### src/source/mac_pkg.sv
package mac_pkg;

    // Operand and product widths of the approximate multiplier.
    localparam int OP_W   = 16;
    localparam int PROD_W = 2 * OP_W;

    // Accumulator width, with headroom above the 32-bit product.
    localparam int ACC_W  = 40;

    // Term counter width. The counter wraps.
    localparam int CNT_W  = 16;

    typedef logic signed [OP_W-1:0]   operand_t;
    typedef logic signed [PROD_W-1:0] product_t;

    // One multiply-accumulate term as sent by the host.
    typedef struct packed {
        operand_t x;
        operand_t y;
        logic     last;
    } mac_cmd_t;

    // Finished batch, returned to the host.
    typedef struct packed {
        logic signed [ACC_W-1:0] sum;
        logic [CNT_W-1:0]        count;
    } mac_result_t;

endpackage

### src/source/approx_mac_top.sv
module approx_mac_top (
    input  logic                 clk,
    input  logic                 arst_n,
    input  logic                 op_req,
    input  mac_pkg::mac_cmd_t    op_cmd,
    output logic                 op_ack,
    output logic                 res_req,
    output mac_pkg::mac_result_t res_data,
    input  logic                 res_ack
);

    import mac_pkg::*;

    logic        cmd_valid;
    mac_cmd_t    cmd;
    logic        accum_ready;
    logic        res_valid;
    mac_result_t res;
    logic        tx_busy;

    cmd_rx u_cmd_rx (
        .clk         (clk),
        .arst_n      (arst_n),
        .op_req      (op_req),
        .op_cmd      (op_cmd),
        .op_ack      (op_ack),
        .accum_ready (accum_ready),
        .cmd_valid   (cmd_valid),
        .cmd         (cmd)
    );

    mac_accum u_mac_accum (
        .clk         (clk),
        .arst_n      (arst_n),
        .cmd_valid   (cmd_valid),
        .cmd         (cmd),
        .accum_ready (accum_ready),
        .res_valid   (res_valid),
        .res         (res),
        .tx_busy     (tx_busy)
    );

    result_tx u_result_tx (
        .clk       (clk),
        .arst_n    (arst_n),
        .res_valid (res_valid),
        .res       (res),
        .tx_busy   (tx_busy),
        .res_req   (res_req),
        .res_data  (res_data),
        .res_ack   (res_ack)
    );

endmodule

### src/source/cmd_rx.sv
module cmd_rx (
    input  logic              clk,
    input  logic              arst_n,
    input  logic              op_req,
    input  mac_pkg::mac_cmd_t op_cmd,
    output logic              op_ack,
    input  logic              accum_ready,
    output logic              cmd_valid,
    output mac_pkg::mac_cmd_t cmd
);

    import mac_pkg::*;

    logic accept;

    // A new request is taken only when the previous handshake has closed
    // and the accumulator can take another term.
    assign accept = op_req && !op_ack && accum_ready;

    always_ff @(posedge clk or negedge arst_n) begin
        if (!arst_n) begin
            op_ack    <= 1'b0;
            cmd_valid <= 1'b0;
        end else begin
            cmd_valid <= accept;
            if (accept) begin
                op_ack <= 1'b1;
            end else if (op_ack && !op_req) begin
                op_ack <= 1'b0;
            end
        end
    end

    always_ff @(posedge clk) begin
        if (accept) begin
            cmd <= op_cmd;
        end
    end

endmodule

### src/source/mac_accum.sv
module mac_accum (
    input  logic                 clk,
    input  logic                 arst_n,
    input  logic                 cmd_valid,
    input  mac_pkg::mac_cmd_t    cmd,
    output logic                 accum_ready,
    output logic                 res_valid,
    output mac_pkg::mac_result_t res,
    input  logic                 tx_busy
);

    import mac_pkg::*;

    product_t                mult_z;
    product_t                prod;
    logic                    p_valid;
    logic                    p_last;
    logic signed [ACC_W-1:0] sum;
    logic [CNT_W-1:0]        count;
    logic signed [ACC_W-1:0] sum_next;
    logic [CNT_W-1:0]        count_next;

    xsyw_mult u_mult (
        .x (cmd.x),
        .y (cmd.y),
        .z (mult_z)
    );

    // Product stage.
    always_ff @(posedge clk or negedge arst_n) begin
        if (!arst_n) begin
            p_valid <= 1'b0;
            p_last  <= 1'b0;
        end else begin
            p_valid <= cmd_valid;
            p_last  <= cmd_valid && cmd.last;
        end
    end

    always_ff @(posedge clk) begin
        if (cmd_valid) begin
            prod <= mult_z;
        end
    end

    assign sum_next   = sum + {{(ACC_W - PROD_W){prod[PROD_W-1]}}, prod};
    assign count_next = count + 1'b1;

    // Accumulate stage. A last term hands the totals over and restarts at zero.
    always_ff @(posedge clk or negedge arst_n) begin
        if (!arst_n) begin
            sum       <= '0;
            count     <= '0;
            res_valid <= 1'b0;
        end else begin
            res_valid <= p_valid && p_last;
            if (p_valid) begin
                if (p_last) begin
                    sum   <= '0;
                    count <= '0;
                end else begin
                    sum   <= sum_next;
                    count <= count_next;
                end
            end
        end
    end

    always_ff @(posedge clk) begin
        if (p_valid && p_last) begin
            res.sum   <= sum_next;
            res.count <= count_next;
        end
    end

    // Hold off new terms while a batch is finishing or its result is still out.
    assign accum_ready = !(cmd_valid && cmd.last) && !(p_valid && p_last) && !tx_busy;

endmodule

### src/source/result_tx.sv
module result_tx (
    input  logic                 clk,
    input  logic                 arst_n,
    input  logic                 res_valid,
    input  mac_pkg::mac_result_t res,
    output logic                 tx_busy,
    output logic                 res_req,
    output mac_pkg::mac_result_t res_data,
    input  logic                 res_ack
);

    import mac_pkg::*;

    typedef enum logic [1:0] {
        TX_IDLE,
        TX_REQ,
        TX_WAIT_LOW
    } tx_state_t;

    tx_state_t state;

    always_ff @(posedge clk or negedge arst_n) begin
        if (!arst_n) begin
            state <= TX_IDLE;
        end else begin
            case (state)
                TX_IDLE:     if (res_valid) state <= TX_REQ;
                TX_REQ:      if (res_ack) state <= TX_WAIT_LOW;
                TX_WAIT_LOW: if (!res_ack) state <= TX_IDLE;
                default:     state <= TX_IDLE;
            endcase
        end
    end

    // Result stays put until the next batch, so it covers the whole handshake.
    always_ff @(posedge clk) begin
        if (res_valid && state == TX_IDLE) begin
            res_data <= res;
        end
    end

    assign res_req = (state == TX_REQ);
    assign tx_busy = res_valid || (state != TX_IDLE);

endmodule

### src/source/xsyw_mult.sv
module xsyw_mult (
    input  mac_pkg::operand_t x,
    input  mac_pkg::operand_t y,
    output mac_pkg::product_t z
);

    import mac_pkg::*;

    // Baugh-Wooley rows, one per bit of x, each 16 bits wide before shifting.
    logic [OP_W-1:0]   pp [OP_W];
    // Sparse correction vectors that stand in for the rows of x bits 0 to 5.
    logic [20:0]       corr [4];
    logic [PROD_W-1:0] acc;

    always_comb begin
        for (int i = 0; i < OP_W - 1; i++) begin
            pp[i][OP_W-2:0] = y[OP_W-2:0] & {(OP_W-1){x[i]}};
            pp[i][OP_W-1]   = ~(y[OP_W-1] & x[i]);
        end
        // The sign row is inverted except for its own sign column.
        pp[OP_W-1][OP_W-2:0] = ~(y[OP_W-2:0] & {(OP_W-1){x[OP_W-1]}});
        pp[OP_W-1][OP_W-1]   = y[OP_W-1] & x[OP_W-1];
    end

    always_comb begin
        for (int k = 0; k < 4; k++) begin
            corr[k] = '0;
        end

        corr[0][4]  = pp[0][3] & pp[1][2];
        corr[0][7]  = pp[4][2] & pp[5][1];
        corr[0][8]  = pp[4][4] ^ pp[5][3];
        corr[0][9]  = pp[0][9] ^ pp[1][8];
        corr[0][10] = pp[0][9] & pp[1][8];
        corr[0][11] = pp[2][9] ^ pp[3][8];
        corr[0][13] = pp[0][12] & pp[1][11];
        corr[0][15] = pp[0][14] & pp[1][13];
        corr[0][16] = pp[4][11] & pp[5][10];
        corr[0][17] = pp[1][15];
        corr[0][18] = pp[2][15] & pp[3][14];
        corr[0][19] = pp[4][14] & pp[5][13];
        corr[0][20] = pp[4][15] & pp[5][14];

        corr[1][4]  = pp[2][1] & pp[3][0];
        corr[1][13] = pp[0][13] ^ pp[1][12];
        corr[1][15] = pp[2][12] & pp[3][11];
        corr[1][16] = pp[4][12] ^ pp[5][11];
        corr[1][17] = pp[2][14] | pp[3][13];
        corr[1][18] = pp[3][15];
        corr[1][19] = pp[4][15] ^ pp[5][14];
        corr[1][20] = pp[5][15];

        corr[2][13] = pp[2][10] & pp[3][9];
        corr[2][15] = pp[2][13] ^ pp[3][12];
        corr[2][17] = pp[2][15] ^ pp[3][14];
        corr[2][18] = pp[4][14] | pp[5][13];

        corr[3][18] = pp[4][14] ^ pp[5][13];
    end

    always_comb begin
        // Baugh-Wooley constant ones at bits 16 and 31.
        acc = (PROD_W'(1) << OP_W) + (PROD_W'(1) << (PROD_W - 1));

        // Exact rows for x bits 6 to 15.
        for (int i = 6; i < OP_W; i++) begin
            acc = acc + (PROD_W'(pp[i]) << i);
        end

        for (int k = 0; k < 4; k++) begin
            acc = acc + PROD_W'(corr[k]);
        end
    end

    // The sum wraps at 32 bits and is read as two's complement.
    assign z = acc;

endmodule

### config.mk
export PLATFORM = sky130hd
export DESIGN_NAME = approx_mac_top
export DESIGN_NICKNAME = d
export VERILOG_FILES = /design/src/source/mac_pkg.sv /design/src/source/approx_mac_top.sv /design/src/source/cmd_rx.sv /design/src/source/mac_accum.sv /design/src/source/result_tx.sv /design/src/source/xsyw_mult.sv
export SDC_FILE = /design/constraint.sdc
export NUM_CORES = 1
export LEC_CHECK = 0
export ABC_AREA = 1
export BUFFER_PORTS_ARGS = -buffer_cell sky130_fd_sc_hd__buf_2
export CORE_MARGIN = 4
export CORE_UTILIZATION = 45
export CTS_CLUSTER_SIZE = 16
export DETAILED_ROUTE_END_ITERATION = 10
export SYNTH_ARGS = -nofsm -noshare
export SYNTH_HDL_FRONTEND = slang
export SYNTH_SLANG_ARGS = --single-unit
### constraint.sdc
create_clock -name clk -period 7.7 [get_ports clk]
set_input_delay 0.385 -clock clk [delete_from_list [all_inputs] [get_ports clk]]
set_output_delay 0.385 -clock clk [all_outputs]
set_load 0.01 [all_outputs]
# Word level (Yosys, flattened, before mapping)
# Index checks and enable logic that the tools add are counted.
[totals]
register_bits = 240
input_bits = 37
out_inout_bits = 58
elab_cells = 132
[op_classes]
n_addsub = 16
eq_ne = 5
muxes = 8
n_bitwise = 69
n_reduce_logical = 18
[op_table]
columns = ["cell", "count"]
rows = [
  ["bitwise AND 15 bit", 15],
  ["adder 32 x 19 -> 32 bit", 2],
  ["adder 32 x 21 -> 32 bit", 2],
  ["adder 40 bit", 1],
  ["2-to-1 mux 40 bit", 1],
  ["adder 32 x 22 -> 32 bit, first input constant", 1],
  ["adder 32 x 23 -> 32 bit", 1],
  ["adder 32 x 24 -> 32 bit", 1],
  ["adder 32 x 25 -> 32 bit", 1],
  ["adder 32 x 26 -> 32 bit", 1],
  ["adder 32 x 27 -> 32 bit", 1],
  ["adder 32 x 28 -> 32 bit", 1],
  ["adder 32 x 29 -> 32 bit", 1],
  ["adder 32 x 30 -> 32 bit", 1],
  ["adder 32 x 31 -> 32 bit", 1],
  ["bitwise AND 1 bit", 27],
  ["adder 16 x 1 -> 16 bit, second input constant", 1],
  ["2-to-1 mux 16 bit", 1],
  ["NOT 15 bit", 1],
  ["bitwise AND 14 bit", 1],
  ["NOT 1 bit", 14],
  ["bitwise XOR 1 bit", 9],
  ["logical AND 1 bit", 8],
  ["2-to-1 mux 2 bit", 3],
  ["12 further kinds", 20],
]

# Logic depth before layout (Yosys ltp)
[depth]
word_depth = 16
depth_mapped = 24
ltp_nobuf = 23

# Hierarchy
# A second synthesis with hierarchy kept.
[unflattened]
hier_cells = 1958
hier_area_um2 = 17465.5
[by_module_without_submodules]
columns = ["mod", "n_inst", "cells_per_inst", "area_per_inst_um2"]
rows = [
  ["mac_accum", 1, 1009, 8315.5],
  ["xsyw_mult", 1, 838, 6301.0],
  ["result_tx", 1, 72, 1790.5],
  ["cmd_rx", 1, 39, 1058.5],
]

# Worst setup path after synthesis
# Ideal clock, no wire load.
[synth_path]
path_type = "reg2reg"
from = "register, netlist name u_cmd_rx.cmd[28]"
to = "register u_mac_accum.prod[31] (data pin)"
setup_ps = 261
arrival_ps = 5170
slack_ps = 2270
stages_incl_launch_ff = 23
cell_sequence = "edfxtp_1 clkbuf_1 clkbuf_1 nand2_1 fa_1 inv_1 fa_1 fa_1 inv_1 fa_1 inv_1 fa_1 ha_1 fa_1 nand3_1 nand3_1 a21oi_1 inv_1 nand2_1 nand2_1 nand2_1 nand2_1 xor2_1"
[synth_between]
elab_chain_cells = 11
elab_cells_between_ends = 12
[synth_lines]
columns = ["item", "line", "rtl"]
rows = [
  ["bitwise AND 1 bit", "xsyw_mult.sv:18", "pp[i][OP_W-1] = ~(y[OP_W-1] & x[i]);"],
  ["NOT 1 bit", "xsyw_mult.sv:18", ""],
  ["adder 32 x 27 -> 32 bit *", "xsyw_mult.sv:67", "acc = acc + (PROD_W'(pp[i]) << i);"],
  ["adder 32 x 28 -> 32 bit *", "xsyw_mult.sv:67", ""],
  ["adder 32 x 29 -> 32 bit *", "xsyw_mult.sv:67", ""],
  ["adder 32 x 30 -> 32 bit *", "xsyw_mult.sv:67", ""],
  ["adder 32 x 31 -> 32 bit *", "xsyw_mult.sv:67", ""],
  ["adder 32 x 21 -> 32 bit * (2 in series)", "xsyw_mult.sv:71", "acc = acc + PROD_W'(corr[k]);"],
  ["adder 32 x 19 -> 32 bit * (2 in series)", "xsyw_mult.sv:71", ""],
  ["via u_mac_accum.mult_z[31]", "mac_accum.sv:14", "product_t mult_z;"],
  ["end signal, assigned", "mac_accum.sv:42", "prod <= mult_z;"],
  ["end, declared", "mac_accum.sv:15", "product_t prod;"],
]
# The timed path passes the listed nets; every way through them passes the cells marked *.
# A chain may end at the register's enable or synchronous reset.

# Worst setup path after layout
[layout_path]
from = "register, netlist name u_cmd_rx.cmd[15]"
to = "register u_mac_accum.prod[22] (data pin)"
[layout_between]
elab_chain_cells = 15
elab_cells_between_ends = 31
[layout_lines]
columns = ["item", "line", "rtl"]
rows = [
  ["bitwise AND 15 bit", "xsyw_mult.sv:17", "pp[i][OP_W-2:0] = y[OP_W-2:0] & {(OP_W-1){x[i]}};"],
  ["adder 32 x 22 -> 32 bit", "xsyw_mult.sv:67", ""],
  ["adder 32 x 23 -> 32 bit", "xsyw_mult.sv:67", ""],
  ["adder 32 x 24 -> 32 bit", "xsyw_mult.sv:67", ""],
  ["adder 32 x 25 -> 32 bit", "xsyw_mult.sv:67", ""],
  ["adder 32 x 26 -> 32 bit", "xsyw_mult.sv:67", ""],
  ["adder 32 x 27 -> 32 bit", "xsyw_mult.sv:67", ""],
  ["adder 32 x 28 -> 32 bit", "xsyw_mult.sv:67", ""],
  ["adder 32 x 29 -> 32 bit", "xsyw_mult.sv:67", ""],
  ["adder 32 x 30 -> 32 bit", "xsyw_mult.sv:67", ""],
  ["adder 32 x 31 -> 32 bit", "xsyw_mult.sv:67", ""],
  ["adder 32 x 21 -> 32 bit (2 in series)", "xsyw_mult.sv:71", ""],
  ["adder 32 x 19 -> 32 bit", "xsyw_mult.sv:71", ""],
  ["adder 32 x 19 -> 32 bit *", "xsyw_mult.sv:71", ""],
  ["via u_mac_accum.mult_z[22]", "mac_accum.sv:14", ""],
]
# Marked as above.

==> impl_metrics.toml <==
[setup_path]
arrival_ns = 6.09
crit_type = "register to register"
worst_r2r_path_depth = 16
cp.depth = 16
cp-start-kind = "register"
cp_data_required_time_ns = 7.97
cp_top_family = "adder cells"
crit_path_frequent_cell = "fa_1"
crit_chain = "nand2_1, ha_1, inv_1, fa_1, inv_1, fa_1, fa_1, fa_1, fa_1, fa_1, ha_1, a21o_1, a21boi_0, nand2_1, a31oi_1, xnor2_1"
crit_slowest_cell = "edfxtp_1"
max_stage_delay_ns = 0.67
critPathBufInv = 2
end_kind = "register"
path_max_fanout = 15

[timing]
setup_viol = 0
drv_slew = 0
post-route-period-util = 0.7551
worstMarginPinSlew_ns = 0.9621
hold_viol = 0
max-slew-margin-rel = 0.3579
skew_ns = 0.01691
rsz0062_at_grt = "false"
fmax_mhz = 172.0
setup_tns_ns = 0
post-route-min-period_ns = 5.814

[clock_tree]
h-tree-depth = 1
clkSlewWorstSetupHoldPaths_ns = 0.06
numCtsBuffers = 26
cts_resized = 0
cts.sinks = 224
cts_setup_buffers = 0
clock_latency_ns = 0.55
cts_tree = "built"
cts_buffer_depth = 3
postCtsHoldBufs = 27
clock-root-buffer = "clkbuf_16"

[floorplanning]
core.rowCount = 69
dieWidth_um = 198.7
coreArea_um2 = 35740
die_y_um = 198.7
start_util = 0.4577
ioPinCount = 95
dieArea_um2 = 39470

[global_routing]
grt_pass1_wl_um = 61050
grt_use_total = 0.1902
grt_remaining_overflow = 0
grt_pass1_vias = 12090
grt_start_max_net_pins = 60
antenna_found_initial = 0

[synthesis]
syn_inst = 1758
yosysSeqAreaShare = 0.3931
synth-seq-cells = 224
ys_types = 48
netlist_area_um2 = 16360
yosysWarningCount = 0
avgSynthCellArea_um2 = 9.306

[cells_and_area]
final_cell_mix = "nand2_1 (503), inv_1 (340), edfxtp_1 (165)"
nNetsFinal = 2154
syn_to_final_growth_pct = 12.04
final_common_cell = "nand2_1"
n_fill_cell = 3368
antenna_cells = 0
drive_above_1_share = 0.09840

[detailed_routing]
drt_iter0_markers = 666
dr.pass1.iters = 5
vias = 11433
via_per_inst = 4.884
ant_nets = 0
wl_per_cell_um = 15.27
post-route-drc-count = 0
routed_wl_um = 35760

[job]
cap_violations = 0

[run_status]
outcome = "complete, no violations"

[placed_design]
place_congestion = 0.9247
port_buffers = 90
hpwlAfterDp_um = 28190

[min_path]
hp-class = "input port to async pin"
==> final cells by class <==
cell class                      count  area [um2]  area share
Clock buffer                       34       690.7     0.03768
Clock inverter                     13       121.4    0.006621
Inverter                          346        1299     0.07085
Multi-Input combinational cell   1140        8447      0.4608
Sequential cell                   224        6431      0.3508
Tap cell                          461       576.8     0.03147
Timing Repair Buffer              123       765.7     0.04177
==> state kept, by name (all words and copies together), names as in the netlist, 2 cells and up <==
name	flops
u_mac_accum.count	16
u_result_tx.state	2
u_result_tx.res_data	52
u_mac_accum.prod	28
u_cmd_rx.cmd	33
u_mac_accum.sum	36
u_mac_accum.res	52
==> logic make-up after synthesis <==
group,after synthesis,share of synthesized area
simple gates,711,0.1836
buf+inv,397,0.09238
other cells,1,0.0002292
xor+xnor,47,0.02700
flops,224,0.3931
fa+ha+maj,256,0.2596
compound gates,122,0.04413
==> Yosys cell counts (all sizes together) <==
cell type,instances,share of area
nand3b,6,0.0028
clkbuf,43,0.0099
a21boi,3,0.0016
o22ai,9,0.0034
fa,139,0.17
o21bai,8,0.0037
edfxtp,165,0.30
or2,5,0.0019
buf,8,0.0031
nand2,517,0.12
and2,18,0.0070
inv,346,0.079
o21ai,34,0.011
a21oi,49,0.015
nand3,57,0.020
o31ai,1,0.00046
conb,1,0.00023
nor2,74,0.018
o221ai,1,0.00054
a21o,3,0.0014
a31oi,1,0.00038
xnor2,9,0.0048
nand4,12,0.0046
dfrtp,59,0.090
nor4,4,0.0015
a221oi,2,0.0011
ha,117,0.089
xor2,38,0.022
o21a,2,0.00092
a22o,9,0.0048
nor3,18,0.0071
==> through the flow <==
stage | cell area (um2) | hold slack, ns | setup WS (ns) | util | instances
after detailed placement | 17250 | 0.4045 | 1.831 | 0.4826 | 2267
after global routing | 18330 | 0.006860 | 1.597 | 0.5129 | 2341
final | 18330 | 0.02014 | 1.886 | 0.5129 | 2341
after global placement | 17250 | 0.4010 | 1.941 | 0.4826 | 2267
after CTS | 18330 | 0.0002821 | 1.849 | 0.5129 | 2341
after floorplan | 16370 | 0.08941 | 2.270 | - | 1761
==> per-layer routing <==
metal / up-vias / wire, um / GRT usage
met4: 0 / 1043 / 0.05446
met5: - / 0 / 0
met1: 5400 / 16480 / 0.2587
met3: 73 / 1577 / 0.02778
li1: 5670 / - / -
met2: 290 / 16660 / 0.3206
==> worst paths after layout <==
check,to,slack (ns),start
setup / recovery,u_mac_accum.prod[22],1.89,u_cmd_rx.cmd[15]
hold / removal,u_mac_accum.count[7],0.02,arst_n
hold reg to reg,u_result_tx.res_data[35],0.42,u_mac_accum.res[35]
min in group clk,u_cmd_rx.cmd[12],0.03,op_cmd[12]
max in group asynchronous,u_mac_accum.sum[22],7.13,arst_n
setup reg to reg,u_mac_accum.prod[22],1.89,u_cmd_rx.cmd[15]
Power is not shown: default switching activity piles up to over one toggle a cycle in this logic, so the estimate is an artifact.
